<file path="config.mk">
export PLATFORM = sky130hd
export DESIGN_NAME = control
export DESIGN_NICKNAME = d
export VERILOG_FILES = /design/src/hw/cpu_defs.svh /design/src/hw/cpuPkg.sv /design/src/hw/control.sv
export SDC_FILE = /design/constraint.sdc
export NUM_CORES = 1
export LEC_CHECK = 0
export BUFFER_PORTS_ARGS = -buffer_cell sky130_fd_sc_hd__buf_4
export CAP_MARGIN = 10
export CORE_AREA = 5 5 42 44
export DETAILED_ROUTE_END_ITERATION = 8
export DIE_AREA = 0 0 47 49
export REMOVE_ABC_BUFFERS = 1
export SYNTH_ARGS = -nofsm -noshare
export SYNTH_HDL_FRONTEND = slang
export SYNTH_SLANG_ARGS = --single-unit
</file>
<file path="constraint.sdc">
create_clock -name vclk -period 1.9
set_input_delay 0.38 -clock vclk [all_inputs]
set_output_delay 0.38 -clock vclk [all_outputs]
set_load 0.03 [all_outputs]
</file>
<file path="src/hw/cpu_defs.svh">
`ifndef CPU_DEFS_SVH
`define CPU_DEFS_SVH

// Datapath and instruction word width
`define CPU_DATA_WIDTH 16

// Register file geometry
`define CPU_REG_COUNT 16
`define CPU_REG_ADDR_WIDTH 4

// Word address bits per memory
// Byte address bit 0 is not used for indexing
`define CPU_IMEM_ADDR_WIDTH 10
`define CPU_DMEM_ADDR_WIDTH 10

`endif

</file>
<file path="src/hw/cpuPkg.sv">
`default_nettype none

package cpuPkg;

   // Top nibble of every instruction
   typedef enum logic [3:0] {
      OP_ADD    = 4'h0,
      OP_SUB    = 4'h1,
      OP_XOR    = 4'h2,
      OP_RED    = 4'h3,
      OP_SLL    = 4'h4,
      OP_SRA    = 4'h5,
      OP_ROR    = 4'h6,
      OP_PADDSB = 4'h7,
      OP_LW     = 4'h8,
      OP_SW     = 4'h9,
      OP_LLB    = 4'hA,
      OP_LHB    = 4'hB,
      OP_B      = 4'hC,
      OP_BR     = 4'hD,
      OP_PCS    = 4'hE,
      OP_HLT    = 4'hF
   } opcode_e;

   // Same order as the low eight opcodes
   typedef enum logic [2:0] {
      ALU_ADD, ALU_SUB, ALU_XOR, ALU_RED,
      ALU_SLL, ALU_SRA, ALU_ROR, ALU_PADDSB
   } aluOp_e;

   // Branch condition field, instruction bits 11:9
   typedef enum logic [2:0] {
      COND_NE, COND_EQ, COND_GT, COND_LT,
      COND_GE, COND_LE, COND_OV, COND_UNCOND
   } cond_e;

endpackage

`default_nettype wire

</file>
<file path="src/hw/control.sv">
`timescale 1ns/10ps
`default_nettype none

module control (
   input  cpuPkg::opcode_e opcode,
   output cpuPkg::aluOp_e  aluOp,
   output logic            aluSrc,
   output logic            memToReg,
   output logic            regWrite,
   output logic            memWrite,
   output logic            branchInst,
   output logic            branchReg,
   output logic            flagWriteAll,
   output logic            flagWriteZ,
   output logic            pcsSel,
   output logic            byteLoad,
   output logic            halt
);

   always_comb begin
      // Idle defaults, nothing written
      aluOp        = cpuPkg::ALU_ADD;
      aluSrc       = 1'b0;
      memToReg     = 1'b0;
      regWrite     = 1'b0;
      memWrite     = 1'b0;
      branchInst   = 1'b0;
      branchReg    = 1'b0;
      flagWriteAll = 1'b0;
      flagWriteZ   = 1'b0;
      pcsSel       = 1'b0;
      byteLoad     = 1'b0;
      halt         = 1'b0;
      case (opcode)
         cpuPkg::OP_ADD, cpuPkg::OP_SUB: begin
            aluOp        = cpuPkg::aluOp_e'(opcode[2:0]);
            regWrite     = 1'b1;
            flagWriteAll = 1'b1;
         end
         cpuPkg::OP_XOR: begin
            aluOp      = cpuPkg::ALU_XOR;
            regWrite   = 1'b1;
            flagWriteZ = 1'b1;
         end
         // Shift amount from the immediate
         cpuPkg::OP_SLL, cpuPkg::OP_SRA, cpuPkg::OP_ROR: begin
            aluOp      = cpuPkg::aluOp_e'(opcode[2:0]);
            aluSrc     = 1'b1;
            regWrite   = 1'b1;
            flagWriteZ = 1'b1;
         end
         cpuPkg::OP_RED, cpuPkg::OP_PADDSB: begin
            aluOp    = cpuPkg::aluOp_e'(opcode[2:0]);
            regWrite = 1'b1;
         end
         // Address is base plus offset through the ALU adder
         cpuPkg::OP_LW: begin
            aluSrc   = 1'b1;
            memToReg = 1'b1;
            regWrite = 1'b1;
         end
         cpuPkg::OP_SW: begin
            aluSrc   = 1'b1;
            memWrite = 1'b1;
         end
         cpuPkg::OP_LLB, cpuPkg::OP_LHB: begin
            byteLoad = 1'b1;
            regWrite = 1'b1;
         end
         cpuPkg::OP_B:
            branchInst = 1'b1;
         cpuPkg::OP_BR: begin
            branchInst = 1'b1;
            branchReg  = 1'b1;
         end
         cpuPkg::OP_PCS: begin
            pcsSel   = 1'b1;
            regWrite = 1'b1;
         end
         cpuPkg::OP_HLT:
            halt = 1'b1;
         default: ;
      endcase
   end

endmodule

`default_nettype wire

</file>
Word level (Yosys, flattened, before mapping)
Cells that the tools add are included.
- bits of input ports: 4
- memories: 0
- memory bits (read-only): 0
- memory bits (writable): 0
- register bits: 0
- latch bits: 0
- $add $sub $neg: 0
- shift operators: 0
- magnitude comparators: 0
- div/mod/pow operators: 0
- equality and inequality tests: 15
- muxes and demuxes: 12
- reductions and logical operators: 8
- bitwise gates (word level): 0
- $mul: 0
- operators with widths (kind ; count):
    equality test 4 bit (second input constant) ; 8
    equality test 4 x 3 -> 1 bit (second input constant) ; 4
    OR reduction 12 bit ; 1
    two-way mux 1 bit ; 11
    equality test 4 x 2 -> 1 bit (second input constant) ; 2
    OR reduction 7 bit ; 1
    case mux 3 bit (2 select lines) ; 1
    OR reduction 2 bit ; 3
    OR reduction 5 bit ; 1
    equality test 4 x 1 -> 1 bit (second input constant) ; 1
    logical NOT 4 bit ; 1
    OR reduction 4 bit ; 1

Depth between registers and ports, before layout
- depth in word-level cells: 3
- gate-level depth with buffers: 3
- mapped depth without buffers: 2

Least setup slack after synthesis
Ideal clock, no wire load.
- path kind: input -> output
- from: input port opcode[1]
- to: output port memToReg
- stages: 2
- data required time: 1.520 ns
- arrival time: 1.608 ns
- path buffers: 1
- setup slack: -0.088 ns
- cell sequence: buf_4 -> nor4b_1
- word-level cells in the longest chain between the ends: 2
- RTL lines (what ; RTL line ; text):
    from (decl) ; control.sv:5 ; input cpuPkg::opcode_e opcode,
    equality test 4 bit ; control.sv:34 ; case (opcode)
    two-way mux 1 bit ; control.sv:34 ;
    to (decl) ; control.sv:8 ; output logic memToReg,
Every way passes these cells.

Worst setup path in the final report
- from: input port opcode[1]
- to: output port flagWriteZ
- word-level cells in the longest chain between the ends: 3
- RTL lines (what ; RTL line ; text):
    equality test 4 x 3 -> 1 bit or equality test 4 x 2 -> 1 bit (tied branches) ; control.sv:34 ;
    OR reduction 4 bit (no source line) * ; -- ;
    two-way mux 1 bit * ; control.sv:34 ;
    to (decl) ; control.sv:14 ; output logic flagWriteZ,
Every way passes the cells marked *; elsewhere a longest branch is shown, timed or not.

==> impl_metrics.py <==
metrics = {
    "grt": {
        "grt-ovfl-total": 0,
        "grt_first_pass_wirelength_um": 834,
        "grt.total_usage": 0.0428,
        "antenna_found_initial": 0,
        "grt_max_degree": 13,
        "grt_pass1_vias": 196,
    },
    "final_layout": {
        "final_common_cell": "buf_4",
        "design.seq.count": 0,
        "syn_to_final_growth_pct": 80.9,
        "finalCoreUtilization": 0.212,
        "final_cell_mix": "18 x buf_4, 4 x nor2_1, 2 x nor3_1",
        "regArea_um2": 0,
        "drive_gt1_frac": 0.500,
        "n_antenna_cell": 0,
        "layout.nets": 46,
        "nClkBuffers": 0,
    },
    "timing": {
        "clock.fmax_ghz": 0.690,
        "worst_slew_pin_slew_ns": 0.243,
        "final.period_utilization": 0.762,
        "setup_ws_ns": 0.452,
        "hold_viol": 0,
        "slew_headroom": 0.836,
        "setup_viol_count_final": 0,
        "drv_slew": 0,
        "rsz0062_at_grt": "false",
        "period_needed_ns": 1.45,
        "setup_tns_ns": 0,
    },
    "routing": {
        "drc": 0,
        "ant_nets": 0,
        "wl_um": 548,
        "viasPerCell": 4.00,
        "drt_iter0_drc": 5,
        "wl_per_cell_um": 9.79,
        "vias": 224,
        "dr.pass1.iters": 2,
    },
    "yosys": {
        "synthesis.area_um2": 164,
        "synthXorXnorAreaFrac": 0.0534,
        "synth_top_family_by_area": "simple AND/OR/NAND/NOR gates",
        "synth_fa_ha_area_frac": 0,
        "syn_area_per_cell_um2": 6.56,
        "yosys_warnings": 0,
        "synth_seq_area_share": 0,
        "synthMuxAreaShare": 0,
        "ys_types": 19,
        "synthSimpleGateAreaFrac": 0.611,
        "synth_compound_gate_area_share": 0.176,
        "synthCells": 25,
    },
    "worst_setup_path": {
        "crit_path_max_incr_delay_ns": 0.24,
        "path_buf_inv": 2,
        "critical_path.slowest_cell": "or2b_1",
        "crit_fanout": 12,
        "worstPathArrival_ns": 1.07,
        "path_class": "input port to output pin",
        "critPathTopFamily": "buffers and inverters",
        "crit_chain": "buf_4 -> or2b_1 -> a21oi_1 -> buf_4",
        "crit_path_end_kind": "output pin",
        "cp_common_cell": "buf_4",
        "cp.required_ns": 1.52,
        "start_kind": "input port",
    },
    "die": {
        "die-area_mm2": 0.00230,
        "io_pins": 18,
        "die_w_um": 47,
        "coreArea_mm2": 0.00140,
        "initial_utilization": 0.117,
        "row_count": 14,
        "die_h_um": 49,
    },
    "placement": {
        "dp_slack_ns": 0.448,
        "port_buffers": 18,
        "place_congestion": 0.600,
        "hpwlAfterDp_um": 448,
    },
    "clock_network": {
        "cts_hold_buf": 0,
        "cts_resized": 0,
        "postCtsSetupRepairBufs": 0,
    },
    "flow_run": {
        "maxCapViolCount": 0,
    },
    "outcome": {
        "outcome": "complete, no violations",
    },
    "power": {
        "p_per_area_mw_per_mm2": 285,
        "power_leakage_nw": 0.146,
        "ir_drop_uv": 31.3,
    },
    "hold_path": {
        "worstHoldPathType": "input port to output pin",
    },
}
metrics by stage:
step	std cells	total power [W]	instance area [um2]	hold WS (ns)
6_report	56	0.0000844	297	1.08
5_1_grt	56	0.0000898	297	1.09
4_1_cts	56	0.0000852	297	1.08
3_5_place_dp	56	0.0000853	297	1.08
3_3_place_gp	56	0.0000842	297	1.08
2_1_floorplan	22	0.0000463	141	0.830
area by class of cell:
| type | instances | area (um2) |
|---|---|---|
| Timing Repair Buffer | 18 | 135 |
| Inverter | 1 | 3.75 |
| Multi-Input combinational cell | 21 | 138 |
| Fill cell | 169 | 1100 |
| Tap cell | 16 | 20.0 |
power by group:
group	switching, W	internal (W)
Clock	0	0
Sequential	0	0
Combinational	0.0000514	0.0000331
Total	0.0000514	0.0000331
synthesized netlist by cell type (all sizes together):
library cell	number	area share
nor3	2	0.061
o21ai	1	0.031
o21ba	1	0.061
o2bb2ai	1	0.053
buf	3	0.14
and2	1	0.038
and3b	1	0.053
nor2	4	0.092
nand2b	1	0.038
xnor2	1	0.053
or2b	1	0.046
nand2	1	0.023
inv	1	0.023
nor4b	2	0.15
a21oi	1	0.031
nor2b	1	0.038
and2b	1	0.046
nand3	1	0.031
kinds of logic (layout without fill, tap and decap cells):
group                  Yosys count  count (layout)
buffers and inverters            4              19
XOR/XNOR                         1               1
AO/OA/AOI/OAI                    4               4
AND/OR/NAND/NOR                 16              16
final timing paths:
path                  start          to  depth (start not counted)
hold / removal    opcode[0]      pcsSel                          3
setup / recovery  opcode[1]  flagWriteZ                          4
layer usage:
layer	track usage	up-vias	wire (um)
li1	-	115	-
met1	0.0565	98	222
met2	0.0769	11	242
met3	0.00369	0	83
met4	0	0	0
met5	0	-	0
Power figures use the tool's default switching activity.
