File: src/hw/cpu_defs.svh
`ifndef CPU_DEFS_SVH
`define CPU_DEFS_SVH

// Datapath and instruction word width
`define CPU_DATA_WIDTH 16

// Register file geometry
`define CPU_REG_COUNT 16
`define CPU_REG_ADDR_WIDTH 4

// Word address bits per memory
// Byte address bit 0 is not used for indexing
`define CPU_IMEM_ADDR_WIDTH 10
`define CPU_DMEM_ADDR_WIDTH 10

`endif

File: src/hw/cpuPkg.sv
`default_nettype none

package cpuPkg;

   // Top nibble of every instruction
   typedef enum logic [3:0] {
      OP_ADD    = 4'h0,
      OP_SUB    = 4'h1,
      OP_XOR    = 4'h2,
      OP_RED    = 4'h3,
      OP_SLL    = 4'h4,
      OP_SRA    = 4'h5,
      OP_ROR    = 4'h6,
      OP_PADDSB = 4'h7,
      OP_LW     = 4'h8,
      OP_SW     = 4'h9,
      OP_LLB    = 4'hA,
      OP_LHB    = 4'hB,
      OP_B      = 4'hC,
      OP_BR     = 4'hD,
      OP_PCS    = 4'hE,
      OP_HLT    = 4'hF
   } opcode_e;

   // Same order as the low eight opcodes
   typedef enum logic [2:0] {
      ALU_ADD, ALU_SUB, ALU_XOR, ALU_RED,
      ALU_SLL, ALU_SRA, ALU_ROR, ALU_PADDSB
   } aluOp_e;

   // Branch condition field, instruction bits 11:9
   typedef enum logic [2:0] {
      COND_NE, COND_EQ, COND_GT, COND_LT,
      COND_GE, COND_LE, COND_OV, COND_UNCOND
   } cond_e;

endpackage

`default_nettype wire

File: src/hw/alu.sv
`timescale 1ns/10ps
`default_nettype none
`include "cpu_defs.svh"

module alu (
   input  wire [`CPU_DATA_WIDTH-1:0]  a,
   input  wire [`CPU_DATA_WIDTH-1:0]  b,
   input  cpuPkg::aluOp_e             aluOp,
   output logic [`CPU_DATA_WIDTH-1:0] result,
   output logic [2:0]                 nvz
);

   localparam int W = `CPU_DATA_WIDTH;
   localparam int LANES = W / 4;

   logic [W-1:0] sum, diff, addSat, subSat, redSum, paddsb;
   logic [2*W-1:0] rotWide;
   logic [3:0] shamt;
   logic [4:0] laneSum;
   logic addOvf, subOvf, vFlag;

   // Signed saturation limits
   localparam logic [W-1:0] MAX_POS = {1'b0, {(W-1){1'b1}}};
   localparam logic [W-1:0] MAX_NEG = {1'b1, {(W-1){1'b0}}};

   ////////////////////
   // Adders
   ////////////////////

   always_comb begin
      sum    = a + b;
      diff   = a - b;
      // Overflow when the result sign disagrees with the operands
      addOvf = (a[W-1] == b[W-1]) && (sum[W-1] != a[W-1]);
      subOvf = (a[W-1] != b[W-1]) && (diff[W-1] != a[W-1]);
      addSat = addOvf ? (a[W-1] ? MAX_NEG : MAX_POS) : sum;
      subSat = subOvf ? (a[W-1] ? MAX_NEG : MAX_POS) : diff;
   end

   ////////////////////
   // Nibble lanes
   ////////////////////

   always_comb begin
      redSum  = '0;
      paddsb  = '0;
      laneSum = '0;
      for (int i = 0; i < LANES; i++) begin
         // Reduction, every nibble signed and widened
         redSum = redSum + {{(W-4){a[4*i+3]}}, a[4*i +: 4]}
                         + {{(W-4){b[4*i+3]}}, b[4*i +: 4]};
         // Saturating lane add, -8 to 7
         laneSum = {a[4*i+3], a[4*i +: 4]} + {b[4*i+3], b[4*i +: 4]};
         if (laneSum[4] != laneSum[3])
            paddsb[4*i +: 4] = laneSum[4] ? 4'b1000 : 4'b0111;
         else
            paddsb[4*i +: 4] = laneSum[3:0];
      end
   end

   // Shift count from the low nibble only
   assign shamt   = b[3:0];
   assign rotWide = {a, a} >> shamt;

   always_comb begin
      vFlag = 1'b0;
      case (aluOp)
         cpuPkg::ALU_ADD: begin
            result = addSat;
            vFlag  = addOvf;
         end
         cpuPkg::ALU_SUB: begin
            result = subSat;
            vFlag  = subOvf;
         end
         cpuPkg::ALU_XOR:    result = a ^ b;
         cpuPkg::ALU_RED:    result = redSum;
         cpuPkg::ALU_SLL:    result = a << shamt;
         cpuPkg::ALU_SRA:    result = $unsigned($signed(a) >>> shamt);
         cpuPkg::ALU_ROR:    result = rotWide[W-1:0];
         cpuPkg::ALU_PADDSB: result = paddsb;
         default:            result = '0;
      endcase
   end

   // Raw flags, the branch unit decides what to keep
   assign nvz = {result[W-1], vFlag, result == '0};

endmodule

`default_nettype wire

File: config.mk
export PLATFORM = sky130hd
export DESIGN_NAME = alu
export DESIGN_NICKNAME = d
export VERILOG_FILES = /design/src/hw/cpuPkg.sv /design/src/hw/alu.sv
export VERILOG_INCLUDE_DIRS = /design/src /design/src/hw
export SDC_FILE = /design/constraint.sdc
export NUM_CORES = 1
export LEC_CHECK = 0
export CORE_MARGIN = 4
export CORE_UTILIZATION = 55
export DETAILED_ROUTE_END_ITERATION = 12
export DONT_BUFFER_PORTS = 1
export MAX_ROUTING_LAYER = met4
export PLACE_DENSITY = 0.77
export SLEW_MARGIN = 20
export SYNTH_ARGS = -nofsm -noshare
export SYNTH_HDL_FRONTEND = slang
export SYNTH_SLANG_ARGS = --single-unit
File: constraint.sdc
create_clock -name vclk -period 12.5
set_input_delay 2.5 -clock vclk [all_inputs]
set_output_delay 2.5 -clock vclk [all_outputs]
set_load 0.005 [all_outputs]
# Word-level counts from Yosys, hierarchy flattened

Cells that the tools add are included.

Bits of input ports: 35
Register bits after elaboration: 0
Output and inout port bits: 19
Word-level logic and storage cells: 49

Reductions and logical operators: 4
Add/subtract/negate cells: 13
Shift operators: 3
Mux-type cells: 13
Bitwise operators: 1
Eq/ne operators: 15

Operator list:

| operator           | count |
|---|---|
| $pmux 16 s8        | 1 |
| $mux 16            | 3 |
| $mux 4             | 8 |
| $shr 32x4->16      | 1 |
| $add 4x4->5        | 5 |
| $add 16x16->16     | 1 |
| $logic_not 16->1   | 1 |
| $shl 16x4->16      | 1 |
| $sshr 16x4->16     | 1 |
| $sub 16x16->16     | 1 |
| $xor 16x16->16     | 1 |
| $eq 3x3->1 const B | 4 |
| $add 10x4->11      | 1 |
| $add 9x4->10       | 1 |
| $add 8x4->9        | 1 |
| $add 7x4->8        | 1 |
| $add 6x4->7        | 1 |
| $ne 1x1->1         | 7 |
| $add 5x4->6        | 1 |
| $eq 3x2->1 const B | 2 |
| $eq 3x1->1 const B | 1 |
| $logic_not 3->1    | 1 |
| $logic_and 1x1->1  | 2 |
| $pmux 1 s2         | 1 |
| $eq 1x1->1         | 1 |

# Logic depth before layout (Yosys ltp)

Word-level depth: 9
Depth in mapped cells: 24
Mapped depth without buffers: 21

# Worst setup path after synthesis

No wires, ideal clock.

Kind: input port to output port
Start point: input port b[2]
End point: output port nvz[0]
Data required time: 10.000 ns
Path slack: 2.182 ns
Stages on the path: 22
Path buffers: 3
Arrival time: 7.818 ns
Cell sequence: buf_2 > buf_2 > inv_1 > buf_1 > fa_1 > inv_1 > fa_1 > fa_1 > fa_1 > ha_1 > inv_1 > fa_1 > nor2b_1 > o31ai_1 > a21oi_1 > nor3_1 > or2_2 > nand4bb_1 > o221ai_1 > o211ai_1 > or4_1 > nor3_2

Word-level cells in the longest chain between the ends: 9
Elaborated cells on any way between the ends: 25
Classes of those cells: add/sub: 10; eq/ne: 3; shift: 3; mux: 5; bitwise: 1; reduce/logical: 3

Ends and longest elaborated chain:

| item               | line                 | source |
|---|---|---|
| start, declared    | alu.sv:7             | `` input wire [`CPU_DATA_WIDTH-1:0] b, `` |
| $add 4x4->5        | alu.sv:51, alu.sv:53 |  |
| $add 5x4->6        | alu.sv:50            | `redSum = redSum + {{(W-4){a[4*i+3]}}, a[4*i +: 4]}` |
| $add 6x4->7        | alu.sv:51            | `+ {{(W-4){b[4*i+3]}}, b[4*i +: 4]};` |
| $add 7x4->8        | alu.sv:50            |  |
| $add 8x4->9        | alu.sv:51            |  |
| $add 9x4->10       | alu.sv:50            |  |
| $add 10x4->11      | alu.sv:51            |  |
| $pmux 16 s8 *      | alu.sv:67            | `case (aluOp)` |
| $logic_not 16->1 * | alu.sv:87            | `assign nvz = {result[W-1], vFlag, result == '0};` |
| end, declared      | alu.sv:10            | `output logic [2:0] nvz` |

Every way passes the cells marked *; elsewhere a longest branch is shown, timed or not.

# Worst setup path in the final report

Start point: input port b[0]
End point: output port nvz[0]

The elaborated chain is that of the path after synthesis.

==> results.json <==
{
  "ys_warn_count": 0,
  "die_h_um": 114.5,
  "cts_hold_buf": 0,
  "port_buffers": 0,
  "hold_violations": 0,
  "n_clock_buffer": 0,
  "path_class": "input port to output port",
  "mostFrequentLayoutCell": "inv_1",
  "grt_pass1_wl_mm": 36.91,
  "setup_viol": 0,
  "ir_drop_v": 0.0001961,
  "drt-total-wl_mm": 24.05,
  "grt_pass1_vias": 6203,
  "worst_path_max_delay_cell": "fa_1",
  "gp_congestion": 1.107,
  "dpl_worst_slack_ns": 1.799,
  "powerDensity_mw_per_mm2": 94.40,
  "n_fill_cell": 1076,
  "synth-seq-area-share_pct": 0,
  "sequential_cell_total": 0,
  "antenna_found_initial": 0,
  "tns_ns": 0,
  "coreArea_mm2": 0.01098,
  "slew_headroom_pct": 14.07,
  "worstSetupEndpointType": "output port",
  "drt_iter0_drc": 926,
  "synth_top_cell_by_area": "fa_1",
  "slew_viol_final": 0,
  "cp.required_ns": 10.00,
  "rsz0062_at_grt": "no",
  "leakage_nw": 2.422,
  "synth_top_area_share_pct": 10.91,
  "dr.pass1.iters": 6,
  "synth_area_mm2": 0.006241,
  "hold_class": "input port to output port",
  "final_cell_mix": "inv_1, a21oi_1, nor2_1",
  "synth_fp_nets": 940,
  "drc_errors": 0,
  "status": "finished clean",
  "post_cts_buffers": 0,
  "hpwl_mm": 18.40,
  "vias": 6634,
  "grt_usage_pct": 37.08,
  "syn_inst": 828,
  "drtAntennaViolNets": 0,
  "worst_pin_slew_ns": 1.279,
  "hold_ws_ns": 5.110,
  "ys_types": 89,
  "worstPathMaxFanout": 39,
  "row_count": 38,
  "grt_max_degree": 62,
  "initial_core_util_pct": 56.82,
  "routedWlPerCell_um": 26.57,
  "max_freq_mhz": 92.50,
  "viasPerCell": 7.330,
  "ios": 54,
  "setup_slack_ns": 1.690,
  "layout_min_cycle_time_ns": 10.81,
  "cap_viol_max_count": 0,
  "avgSynthCellArea_um2": 7.537,
  "final_layout_size_suffix_gt1_share_pct": 9.804,
  "n_antenna_cell": 0,
  "path_cells": "clkinv_1 > fa_1 > fa_1 > fa_1 > fa_1 > inv_1 > ha_1 > inv_1 > fa_1 > nor2b_1 > o31ai_1 > a21oi_1 > nor3_1 > or2_2 > nor4_1 > o211ai_1 > or4_1 > nor3_2",
  "cp_slowest_stage_delay_ns": 0.76,
  "crit_top_cell": "fa_1",
  "min_period_over_period_pct": 86.48,
  "grt_overflow": 0,
  "crit_path_start_kind": "input port",
  "design.die.area_mm2": 0.01312,
  "syn_to_final_growth_pct": -3.007,
  "finalNetCount": 879,
  "synth.area.top_cells": "fa_1, mux4_2, ha_1",
  "die_w_um": 114.5,
  "seqCellArea_um2": 0,
  "post_cts_resized": 0,
  "cp.arrival_ns": 8.31
}
synthesized netlist by cell type, types with 5 or more instances:
cell and instances:
a211oi_1 8, a21o_1 6, a21oi_1 68, a22oi_1 5
a31oi_1 11, and2_1 6, and3_1 8, buf_1 5
buf_2 15, buf_4 6, buf_6 5, clkbuf_1 28
fa_1 34, ha_1 43, inv_1 77, inv_2 6
mux2_2 17, mux2i_1 29, mux4_2 25, nand2_1 60
nand3_1 15, nand3b_1 6, nand4_1 5, nor2_1 66
nor2b_1 8, nor3_1 24, nor3b_1 5, nor4_1 6
o211ai_1 13, o21a_1 12, o21ai_0 56, o21bai_1 5
o221ai_1 6, o31ai_1 6, or3_1 7, xnor2_1 26
area by class of cell:
type               instances  area (µm²)  area share [%]
multi-input cells        679        5552           91.71
well taps                140       175.2           2.894
inverters                 85       319.1           5.271
repair buffers             1       7.507          0.1240
metal layers:
| metal | track usage [%] | vias up | wire length (µm) | share of wire, % |
|---|---|---|---|---|
| li1 | - | 2896 | - | - |
| met1 | 50.75 | 3172 | 9493 | 39 |
| met2 | 54.17 | 487 | 10410 | 43 |
| met3 | 8.879 | 79 | 3066 | 13 |
| met4 | 11.40 | 0 | 1075 | 4.5 |
| met5 | - | - | 0 | 0 |
critical path: cells and delay by family:
family                     cells  cell delay [ns]
AOI/OAI and AO/OA              3             0.45
adders and majority gates      6             2.67
buffers and inverters          3             0.81
and+or+nand+nor                6             1.87
report_power, final:
group / internal (W) / switching, W
sequential: 0 / 0
combinational: 0.000239 / 0.000333
clock: 0 / 0
total: 0.000239 / 0.000333
metrics by stage:
stage | instances | utilization, % | instance area [µm²] | total power, W
after detailed placement | 905 | 55.12 | 6053 | 0.0005578
final | 905 | 55.12 | 6053 | 0.0005715
after floorplan | 828 | - | 6241 | 0.0004613
after global routing | 905 | 55.12 | 6053 | 0.0006337
after CTS | 905 | 55.12 | 6053 | 0.0005613
after global placement | 905 | 55.12 | 6053 | 0.0005434
worst paths after layout:
check,end,cells past startpoint,start
hold / removal,nvz[1],1,aluOp[2]
setup / recovery,nvz[0],18,b[0]
kinds of logic after synthesis:
logic type,count (synthesis),share of synthesized area (%)
compound gates,258,28.53
xor+xnor,30,4.210
simple gates,242,19.79
buf+inv,149,11.05
fa+ha+maj,78,19.69
mux,71,16.74
No activity file was read; power rests on OpenSTA's default activity.
