==> src/hw/cpu_defs.svh <==
`ifndef CPU_DEFS_SVH
`define CPU_DEFS_SVH

// Datapath and instruction word width
`define CPU_DATA_WIDTH 16

// Register file geometry
`define CPU_REG_COUNT 16
`define CPU_REG_ADDR_WIDTH 4

// Word address bits per memory
// Byte address bit 0 is not used for indexing
`define CPU_IMEM_ADDR_WIDTH 10
`define CPU_DMEM_ADDR_WIDTH 10

`endif

==> src/hw/cpuPkg.sv <==
`default_nettype none

package cpuPkg;

   // Top nibble of every instruction
   typedef enum logic [3:0] {
      OP_ADD    = 4'h0,
      OP_SUB    = 4'h1,
      OP_XOR    = 4'h2,
      OP_RED    = 4'h3,
      OP_SLL    = 4'h4,
      OP_SRA    = 4'h5,
      OP_ROR    = 4'h6,
      OP_PADDSB = 4'h7,
      OP_LW     = 4'h8,
      OP_SW     = 4'h9,
      OP_LLB    = 4'hA,
      OP_LHB    = 4'hB,
      OP_B      = 4'hC,
      OP_BR     = 4'hD,
      OP_PCS    = 4'hE,
      OP_HLT    = 4'hF
   } opcode_e;

   // Same order as the low eight opcodes
   typedef enum logic [2:0] {
      ALU_ADD, ALU_SUB, ALU_XOR, ALU_RED,
      ALU_SLL, ALU_SRA, ALU_ROR, ALU_PADDSB
   } aluOp_e;

   // Branch condition field, instruction bits 11:9
   typedef enum logic [2:0] {
      COND_NE, COND_EQ, COND_GT, COND_LT,
      COND_GE, COND_LE, COND_OV, COND_UNCOND
   } cond_e;

endpackage

`default_nettype wire

==> src/hw/branchUnit.sv <==
`timescale 1ns/10ps
`default_nettype none

module branchUnit (
   input  wire            clk,
   input  wire            reset,
   input  wire [2:0]      nvzIn,
   input  wire            flagWriteAll,
   input  wire            flagWriteZ,
   input  cpuPkg::cond_e  cond,
   input  wire            branchInst,
   output logic           taken
);

   // Stored flags with N V Z from high to low
   logic [2:0] flags;
   logic n, v, z, condMet;

   always_ff @(posedge clk) begin
      if (reset)
         flags <= '0;
      else if (flagWriteAll)
         flags <= nvzIn;
      else if (flagWriteZ)
         flags[0] <= nvzIn[0];
   end

   assign n = flags[2];
   assign v = flags[1];
   assign z = flags[0];

   // Conditions look at stored flags only
   always_comb begin
      case (cond)
         cpuPkg::COND_NE:     condMet = !z;
         cpuPkg::COND_EQ:     condMet = z;
         cpuPkg::COND_GT:     condMet = !z && !n;
         cpuPkg::COND_LT:     condMet = n;
         cpuPkg::COND_GE:     condMet = z || !n;
         cpuPkg::COND_LE:     condMet = n || z;
         cpuPkg::COND_OV:     condMet = v;
         cpuPkg::COND_UNCOND: condMet = 1'b1;
         default:             condMet = 1'b0;
      endcase
   end

   assign taken = branchInst && condMet;

endmodule

`default_nettype wire

==> config.mk <==
export PLATFORM = sky130hd
export DESIGN_NAME = branchUnit
export DESIGN_NICKNAME = d
export VERILOG_FILES = /design/src/hw/cpu_defs.svh /design/src/hw/cpuPkg.sv /design/src/hw/branchUnit.sv
export SDC_FILE = /design/constraint.sdc
export NUM_CORES = 1
export LEC_CHECK = 0
export BUFFER_PORTS_ARGS = -buffer_cell sky130_fd_sc_hd__buf_2
export CAP_MARGIN = 10
export CORE_AREA = 3 3 40 42
export CTS_CLUSTER_SIZE = 40
export DETAILED_ROUTE_END_ITERATION = 10
export DIE_AREA = 0 0 43 45
export MAX_ROUTING_LAYER = met4
export PLACE_DENSITY = 0.37
export SETUP_SLACK_MARGIN = 0.2
export SLEW_MARGIN = 20
export SYNTH_ARGS = -nofsm -noshare
export SYNTH_HDL_FRONTEND = slang
export SYNTH_SLANG_ARGS = --single-unit
==> constraint.sdc <==
create_clock -name clk -period 0.8 [get_ports clk]
set_input_delay 0.12 -clock clk [delete_from_list [all_inputs] [get_ports clk]]
set_output_delay 0.12 -clock clk [all_outputs]
set_load 0.01 [all_outputs]
After elaboration in Yosys (flattened, before gate mapping)
Index checks and enable logic that the tools add are counted.
- bits in registers: 3
- bits of input ports: 11
- output and inout port bits: 1
- logic and storage cells: 20
- equal/unequal tests: 7
- mux-type cells: 3
- reductions and logical operators: 8
- operators by type and width (kind ; count):
    3-bit == test, second input constant ; 4
    1-bit case mux with 8 select lines ; 1
    3-bit by 2-bit == test with 1-bit output, second input constant ; 2
    3-bit by 1-bit == test with 1-bit output, second input constant ; 1
    3-bit logical NOT ; 1
    1-bit logical AND ; 2
    1-bit logical NOT ; 2
    1-bit logical OR ; 2
    1-bit two-way mux ; 2
    2-bit nonzero test ; 1

Logic depth before layout (Yosys ltp)
Gate-level depths: netlist of the first run.
- depth after elaboration: 4
- mapped depth: 3
- gate-level depth less buffers: 3

Worst setup path before layout of the first run
No wires, ideal clock.
- path kind: flip-flop to output port
- start point: register flags[2]
- end point: output taken
- arrival: 702 ps
- data required time: 680 ps
- setup slack: -22 ps
- cell stages (with the launch flop): 4
- path buffers: 0
- cell sequence: dfxtp_1 o21ai_2 mux2i_1 a31oi_1
- word-level cells in the longest chain between the ends: 4
- elaborated cells on any way between the ends: 6
- classes of those cells: mux: 1; reduce/logical: 5
- RTL lines (item ; RTL line ; source):
    start: declaration ; branchUnit.sv:16 ; logic [2:0] flags;
    start signal: assignment ; branchUnit.sv:23 ; flags <= nvzIn;
    1-bit logical NOT ; branchUnit.sv:37, branchUnit.sv:39 ;
    1-bit logical OR or 1-bit logical AND (tied branches) ; branchUnit.sv:39, branchUnit.sv:37 ;
    1-bit case mux with 8 select lines (*) ; branchUnit.sv:34 ; case (cond)
    1-bit logical AND (*) ; branchUnit.sv:47 ; assign taken = branchInst && condMet;
    end: declaration ; branchUnit.sv:12 ; output logic taken
Every way passes the cells marked *; elsewhere a longest branch is shown, timed or not.

Worst setup path after layout of the first run
Ends and elaborated chain as after synthesis.

==> results.md, run 1 <==
- Commonest non-fill, non-tap cell in the layout: buf_2
- Sw Ratio: 0.242
- Pwr dens: 1900 mW/mm^2
- GRT overflow: 0
- Total Wirelength: between 400 and 500 um
- Row Count: 13
- Pin count of the biggest net entering global routing: 5
- CP Max Fanout: 2
- Arrival @ worst endpoint: 1.03 ns
- Core ar.: 0.00128 mm^2
- GRT Util Overall: 0.0668
- Mapped cell area: 156 um^2
- Met2 Resource Use GR: 0.0958
- Clock sinks: 3
- Synth top area cells: dfxtp_1 (38%), mux2i_1 (19%), nor2_1 (9.6%)
- Final worst-path cycle share: 1.44
- Cell chain of the critical path: o21ai_2 -> mux2i_1 -> a31oi_1 -> buf_2
- Critical-path top delay cell: dfxtp_2
- Worst path bufs/invs: 1
- Io pins: 12
- Starting density of the core: 0.122
- Failing checks: setup timing
- Share of cells above drive strength 1: 0.571
- NumNets Final: 47
- Worst-Margin Slew: 0.210 ns
- Routing usage on met1: 0.0625
- PortBufs: 11
- Mapped Avg Cell Area: 8.23 um^2
- First-pass GRT wire length: 828 um
- Gate Count Post-Synth: 19
- Post-route ant nets: 0
- RSZ-0062 raised after global routing: true
- Via density: around 4.0
- DIE HEIGHT: 45 um
- Outcome: finished with violations
- Share of the synthesized area in the top cell type: 0.384
- Synth Net Count: 30
- Area grow syn2layout: 73.6%
- Global routing's busiest layer: met2
- # diodes: 0
- Initial drt markers: 2
- Htree depth: 1
- Die area: approximately 0.0019 mm^2
- Hold WC Path Type: input port to flip-flop
- Final setup violation count: 1
- Synth Register Bits: 3
- Drt wl/cell: 9.86 um
- Vias in the first global route: between 200 and 250
- DR pass1 iterations: 2
- Critical Path End Type: output port
- Crit-path max cell delay: 0.32 ns
- Final Max Slew Viols: 0
- Worst EP required: 0.68 ns
- Root Buffer: clkbuf_4
- Register area share after synthesis: 0.384
- Setup crit start kind: flip-flop
- Hold Slack: ~0.07 ns
- Die Width: 43 um
- Final GP Congestion: 0.661
- Sequential share of power: 0.324
- Setup tns final: -0.350 ns
- Largest register FFs: 3
- Worst Setup Slack, final: -0.350 ns
- CTS tree: yes
- Ys Warns: 0
- DRC: 0
- Vias: 199
- Max_slew headroom: 0.858
- Pint: 391 uW
- Crit-path leading delay family: flip-flops
- Final min period: 1.15 ns
- Largest Register: flags
- Gate power share: 0.156
- Clk Latency, worst-skew pair: roughly 0.23 ns
- Initial antenna violation count: 0
- Pleak: roughly 0.00013 uW
- Clock Pin Slew Worst Setup and Hold Paths: roughly 0.040 ns
- Clk pwr share: 0.520
- TritonCTS buffer count: 3
- M3 GR Usage: 0.0438
- Clock skew after layout: 0 ns
- WS Path Type: flip-flop to output port
- Longest Clk Path Bufs: 2
- Fmax: between 0.8 and 0.9 GHz
- Layout filler cell count: 148
- Most frequent cells in the layout: buf_2 (11), nor2_1 (4), mux2i_1 (3), clkbuf_4 (3), dfxtp_2 (3)
- Worst vdd ir: 693 uV
- Synth cell types: 10
- Max_cap viols: 0
- Reported net switching power: 125 uW
- Hold Violations, Final: 0
- Largest regs: flags: 3 flops
- Yosys top cell by area: dfxtp_1
[kinds of logic (layout without fill, tap and decap cells)]
kind of cell / Yosys count / after routing / synth area share
and+or+nand+nor: 7 / 7 / 0.184
AOI/OAI and AO/OA: 6 / 6 / 0.240
muxes: 3 / 3 / 0.192
DFF: 3 / 3 / 0.384
buffers and inverters: 0 / 16 / 0
[worst reg2reg max path, stage by stage, from the launching register on]
cell     delay [ns]
dfxtp_2        0.32
buf_4          0.12
mux2i_1        0.14
nor2_1         0.06
[metal layers]
layer | part of all wire | up-vias
met5 | 0 | -
met1 | 0.43 | 86
li1 | - | 101
met4 | 0 | 0
met3 | 0.15 | 0
met2 | 0.41 | 12
[path summary, 6_finish.rpt]
path,from,endpoint,slack [ns],depth (start not counted)
hold / removal,reset,flags[0]$_SDFFE_PP0P_,0.07,2
hold reg to reg,flags[0]$_SDFFE_PP0P_,flags[0]$_SDFFE_PP0P_,0.47,2
setup reg to reg,flags[2]$_SDFFE_PP0P_,flags[2]$_SDFFE_PP0P_,0.05,3
setup / recovery,flags[2]$_SDFFE_PP0P_,taken,-0.35,4
[cell usage after synthesis]
| cell | n |
|---|---|
| o21ai_2 | 1 |
| o31ai_1 | 1 |
| nand2_1 | 2 |
| nor2b_1 | 1 |
| nor2_1 | 4 |
| a21oi_1 | 1 |
| o21ai_0 | 2 |
| a31oi_1 | 1 |
| mux2i_1 | 3 |
| dfxtp_1 | 3 |
[final cells by class]
type,count,area [um^2],area share
clock buffers,4,26.3,0.0968
multi-input cells,16,100,0.369
flip-flops and latches,3,63.8,0.235
well taps,15,18.8,0.0691
repair buffers,12,62.6,0.230
[repair_timing]
action                                 in CTS  in global routing
cloned                                      0                  0
hold buffers                                0                  0
setup endpoints to repair                   2                  4
resized for setup                           1                  3
setup buffers                               1                  0
endpoints found under the hold margin       0                  0
pin swaps                                   1                  1
[power groups by stage]
| stage | clock (uW) | sequential (uW) | combinational [uW] |
|---|---|---|---|
| 2_1_floorplan | 0 | 166 | 31.4 |
| 3_3_place_gp | 0 | 168 | 67.6 |
| 3_5_place_dp | 0 | 168 | 73.8 |
| 4_1_cts | 284 | 166 | 78.5 |
| 5_1_grt | 302 | 168 | 89.6 |
| 6_report | 268 | 167 | 80.3 |
[through the flow]
| stage | worst slack (ns) | cells | util | power, uW | area [um^2] |
|---|---|---|---|---|---|
| floorplan | -0.0224 | 19 | - | 197 | 156 |
| global placement | -0.104 | 45 | 0.179 | 236 | 230 |
| detailed placement | -0.134 | 45 | 0.179 | 242 | 230 |
| CTS | -0.366 | 50 | 0.206 | 529 | 265 |
| global route | -0.433 | 50 | 0.211 | 560 | 272 |
| finish | -0.350 | 50 | 0.211 | 516 | 272 |
(Power assumes the default switching activity.)
==> inputs of run 2 (changes only) <==
Settings changed: CTS_BUF_LIST set to sky130_fd_sc_hd__clkbuf_16, SETUP_SLACK_MARGIN 0.2 to 0.4.
==> run 2 against run 1 <==
The run still ends with setup timing left. Routed wire length decreased by 8.5%. Via count fell by 4.0%. Sequential power barely moved. Global-route usage is 0.26 points lower. Clock-buffer cell count fell by 1. Highest routed layer is now met4. Clock skew is the same. Hold slack better by 0.0045 ns. Clock power rose to 2.9 times the previous value. Register-to-register slack improved by 0.16 ns. Utilization up 3.2 points.
==> results.md, run 2 (synthesis results as in run 1) <==
- Outcome: finished with violations
- Failing checks: setup timing
- Worst EP required: 0.68 ns
- Final min period: 1.14 ns
- Worst-Margin Slew: 0.197 ns
- Worst Setup Slack, final: -0.344 ns
- Largest regs: flags: 3 flops
- Largest Register: flags
- WS Path Type: flip-flop to output port
- Pin count of the biggest net entering global routing: 5
- Io pins: 12
- # diodes: 0
- Arrival @ worst endpoint: 1.02 ns
- Pleak: 0.000153 uW
- Core ar.: 0.00128 mm^2
- Final worst-path cycle share: 1.43
- Gate power share: 0.070
- DIE HEIGHT: 45 um
- DRC: 0
- DR pass1 iterations: 2
- Root Buffer: clkbuf_16
- R2r endpoint: flags[2]$_SDFFE_PP0P_
- Commonest non-fill, non-tap cell in the layout: buf_2
- GRT overflow: 0
- Final Max Slew Viols: 0
- Via density: approximately 3.9
- Worst vdd ir: 1450 uV
- RSZ-0062 raised after global routing: true
- First-pass GRT wire length: 821 um
- TritonCTS buffer count: 3
- Reg-to-Reg Start: flags[2]$_SDFFE_PP0P_
- Die Width: 43 um
- Starting density of the core: 0.122
- Initial antenna violation count: 0
- Vias in the first global route: between 200 and 250
- Hold_buf cts: 0
- Worst Hold Depth: 2
- Post-Route Utilization: 0.243
- Row Count: 13
- Setup tns final: -0.344 ns
- Hold Violations, Final: 0
- HP Start: reset
- Clock Pin Slew Worst Setup and Hold Paths: about 0.030 ns
- CP Max Fanout: 2
- Area grow syn2layout: 100%
- Reg2Reg Setup Slack: 0.21 ns
- GRT Util Overall: 0.0642
- Pwr dens: about 3300 mW/mm^2
- Design area: 313 um^2
- Clk Latency, worst-skew pair: ~0.22 ns
- Power, Total: between 1000 and 1500 uW
- CTS tree: yes
- Layout filler cell count: 148
- End of the worst hold path: flags[0]$_SDFFE_PP0P_
- Vias: 191
- Clock sinks: 3
- Largest register FFs: 3
- Placed Area: approximately 230 um^2
- Htree depth: 1
- Pint: ~840 uW
- Most frequent cells in the layout: buf_2 (11), nor2_1 (4), mux2i_1 (3), clkbuf_16 (3), dfxtp_2 (3)
- Max_cap viols: 0
- NumNets Final: 46
- Sw Ratio: 0.171
- Post-route ant nets: 0
- Setup crit start kind: flip-flop
- R2R cell count: 2
- DP Wirelength: 345 um
- Critical Path End Type: output port
- Sequential share of power: 0.165
- Clk pwr share: 0.765
- Die area: 0.00194 mm^2
- Hold Slack: approximately 0.075 ns
- Clock skew after layout: 0 ns
- Final setup violation count: 1
- Final GP Congestion: between 0.6 and 0.7
- Total Wirelength: 451 um
- Hold WC Path Type: input port to flip-flop
- Initial drt markers: 2
- Share of cells above drive strength 1: 0.529
- Longest Clk Path Bufs: 2
- Post-CTS setup buffers: 0
- Drt wl/cell: ~9 um
- PortBufs: 11
- Max_slew headroom: 0.867
- Fmax: 0.874 GHz
- Reported net switching power: 174 uW
==> run 2: cell count changes in the layout (fill, tap and decap cells not counted) <==
cell | previous run | this run
buf_4 | 1 | 0
clkbuf_4 | 3 | 0
inv_1 | 0 | 1
clkbuf_1 | 1 | 0
a21oi_1 | 0 | 1
a21oi_2 | 1 | 0
clkbuf_16 | 0 | 3
==> run 2: how the worst max path moves through the flow <==
stage	endpoint	start	depth (start not counted)
global route	taken	flags[2]$_SDFFE_PP0P_	4
global placement	taken	cond[1]	5
finish	taken	flags[2]$_SDFFE_PP0P_	4
CTS	taken	flags[2]$_SDFFE_PP0P_	4
detailed placement	taken	cond[1]	5
floorplan	taken	flags[2]$_SDFFE_PP0P_	3
==> run 2: critical path: stages (launching register included) <==
cell and delay, ns:
dfxtp_2 0.31, o21ai_2 0.06, mux2i_1 0.20, a31oi_1 0.09, buf_2 0.14
==> run 2: power groups by stage <==
stage | Sequential (uW) | Combinational [uW] | Clock (uW)
floorplan | 167 | 31.5 | 0
global route | 169 | 80.8 | 804
global placement | 170 | 67.8 | 0
CTS | 169 | 71.3 | 795
finish | 168 | 71.0 | 779
detailed placement | 170 | 70.9 | 0
==> run 2: what timing repair did <==
action	4_1_cts	5_1_grt
pin swaps	1	0
setup endpoints to repair	4	4
gates resized for setup	1	0
==> run 2: through the flow <==
step	cells	setup WS [ns]
after global routing	49	-0.416
after detailed placement	45	-0.124
final	49	-0.344
after CTS	49	-0.349
after global placement	45	-0.0903
after floorplan	19	-0.00595
==> run 2: layout make-up <==
| type | count | area (um^2) | share of cell area |
|---|---|---|---|
| flip-flops and latches | 3 | 63.8 | 0.204 |
| well taps | 15 | 18.8 | 0.0600 |
| repair buffers | 11 | 55.1 | 0.176 |
| clock buffers | 3 | 75.1 | 0.240 |
| clock inverters | 1 | 3.75 | 0.0120 |
| multi-input cells | 16 | 96.3 | 0.308 |
==> run 2: layer usage <==
layer,wire length [um],GRT usage
met1,219,0.0624
met2,154,0.0778
met3,52,0.0319
met4,25,0.0904
met5,0,-
==> inputs of run 3 (changes only) <==
Settings changed: PLACE_DENSITY 0.37 to 0.43.
==> run 3 against run 2 <==
Register-to-register slack hardly changed. Final cell count is the same. Setup slack got worse by 0.013 ns. Critical endpoint unchanged. Non-clock buffer count stayed put. The run still ends with setup timing left. Hold slack better by 0.013 ns. Die area is the same. Design area rose by 2.0%. Critical path depth unchanged. Sequential power is essentially flat. Clock-buffer cell count stayed put. Largest power group unchanged. Utilization up 0.49 points. Sequential cell count unchanged.
==> results.md, run 3 (synthesis results as in run 1) <==
- NumNets Final: 46
- WS Path Type: flip-flop to output port
- Pwr dens: 3220 mW/mm^2
- Most frequent cells in the layout: buf_2 (11), nor2_1 (4), mux2i_1 (3), clkbuf_16 (3), dfxtp_2 (3)
- Placed Area: 233 um^2
- Largest Register: flags
- Drt wl/cell: 9.82 um
- Row Count: 13
- Clock Pin Slew Worst Setup and Hold Paths: 0.03 ns
- First-pass GRT wire length: between 800 and 900 um
- Vias in the first global route: between 150 and 200
- Starting density of the core: 0.122
- Post-Route Utilization: 0.248
- Reg2Reg Setup Slack: 0.20 ns
- Final Max Slew Viols: 0
- Hold Violations, Final: 0
- Pleak: 0.000154 uW
- Largest register FFs: 3
- Vias: between 150 and 200
- Die Width: between 40 and 50 um
- Initial drt markers: 1
- Pint: 846 uW
- Pin count of the biggest net entering global routing: 5
- CP Max Fanout: 2
- Root Buffer: clkbuf_16
- Design area: 319 um^2
- Max_cap viols: 0
- Final worst-path cycle share: 1.45
- DP Wirelength: 356 um
- Total Wirelength: roughly 480 um
- Share of cells above drive strength 1: 0.588
- PortBufs: 11
- Reported net switching power: 182 uW
- Outcome: finished with violations
- Critical Path End Type: output port
- Via density: 3.88
- Fmax: just under 0.9 GHz
- DIE HEIGHT: approximately 45 um
- Setup crit start kind: flip-flop
- CTS tree: yes
- Sequential share of power: 0.165
- # diodes: 0
- TritonCTS buffer count: 3
- Arrival @ worst endpoint: 1.04 ns
- GRT Util Overall: 0.0694
- Largest regs: flags: 3 flops
- DRC: 0
- Worst-Margin Slew: just over 0.2 ns
- Hold_buf cts: 0
- Worst vdd ir: 1600 uV
- Gate power share: 0.073
- Sw Ratio: 0.177
- Clk Latency, worst-skew pair: between 0.2 and 0.25 ns
- GRT overflow: 0
- Htree depth: 1
- Core ar.: 0.00128 mm^2
- Post-route ant nets: 0
- Final GP Congestion: 0.722
- Longest Clk Path Bufs: 2
- Failing checks: setup timing
- Area grow syn2layout: 104%
- RSZ-0062 raised after global routing: true
- Clk pwr share: 0.763
- Hold WC Path Type: input port to flip-flop
- Power, Total: between 1000 and 1500 uW
- FF+latch area: 63.8 um^2
- Clock sinks: 3
- Max_slew headroom: 0.861
- DR pass1 iterations: 2
- Commonest non-fill, non-tap cell in the layout: buf_2
- Io pins: 12
- Final setup violation count: 1
- Worst Setup Slack, final: -0.356 ns
- Worst EP required: 0.68 ns
- Layout filler cell count: 141
- Die area: roughly 0.0019 mm^2
- Final min period: 1.16 ns
- Initial antenna violation count: 0
- Multi-input logic area: about 100 um^2
- Clock skew after layout: 0 ns
==> run 3: cell types whose count changed in the layout (fill, tap and decap cells not counted) <==
| cell | change |
|---|---|
| nand2_2 | +1 |
| nand2_1 | -1 |
| a21oi_1 | -1 |
| a21oi_2 | +1 |
==> run 3: layout make-up <==
cell class	count	share of cell area
Clock buffer	3	0.235
Clock inverter	1	0.0118
Multi-Input combinational cell	16	0.322
Sequential cell	3	0.200
Tap cell	15	0.0588
Timing Repair Buffer	11	0.173
==> run 3: worst paths after layout <==
kind	cells past startpoint	endpoint	startpoint
max	4	taken	flags[2]$_SDFFE_PP0P_
min	2	flags[0]$_SDFFE_PP0P_	reset
max reg2reg	2	flags[2]$_SDFFE_PP0P_	flags[2]$_SDFFE_PP0P_
min reg2reg	2	flags[0]$_SDFFE_PP0P_	flags[0]$_SDFFE_PP0P_
==> run 3: repair_timing <==
item,4_1_cts,5_1_grt
pin swaps,1,1
resized for setup,1,2
setup buffers,0,0
setup endpoints to repair,4,4
==> run 3: power by group through the flow <==
stage / Clock (uW) / Combinational (uW) / Sequential (uW)
global placement: 0 / 71.5 / 170
detailed placement: 0 / 71.4 / 170
finish: 784 / 74.7 / 169
floorplan: 0 / 31.5 / 167
global route: 821 / 82.0 / 171
CTS: 802 / 71.9 / 169
==> run 3: worst max-delay path: stages, from the launching register on <==
cell     delay, ns
dfxtp_2       0.31
o21ai_2       0.05
mux2i_1       0.21
a31oi_1       0.09
buf_2         0.14
==> run 3: stage by stage <==
stage	setup TNS [ns]	setup slack (ns)	instances	hold slack, ns
CTS	-0.359	-0.359	49	0.0851
floorplan	-0.00595	-0.00595	19	0.179
global placement	-0.133	-0.133	45	0.309
finish	-0.356	-0.356	49	0.0881
global route	-0.389	-0.389	49	0.0962
detailed placement	-0.134	-0.134	45	0.319
==> run 3: routing by layer <==
| layer | vias to the layer above | GRT usage | part of all wire |
|---|---|---|---|
| met1 | 75 | 0.0889 | 0.54 |
| li1 | 97 | - | - |
| met2 | 14 | 0.0539 | 0.24 |
| met4 | 0 | 0.108 | 0.060 |
| met3 | 4 | 0.0319 | 0.15 |
| met5 | - | - | 0 |
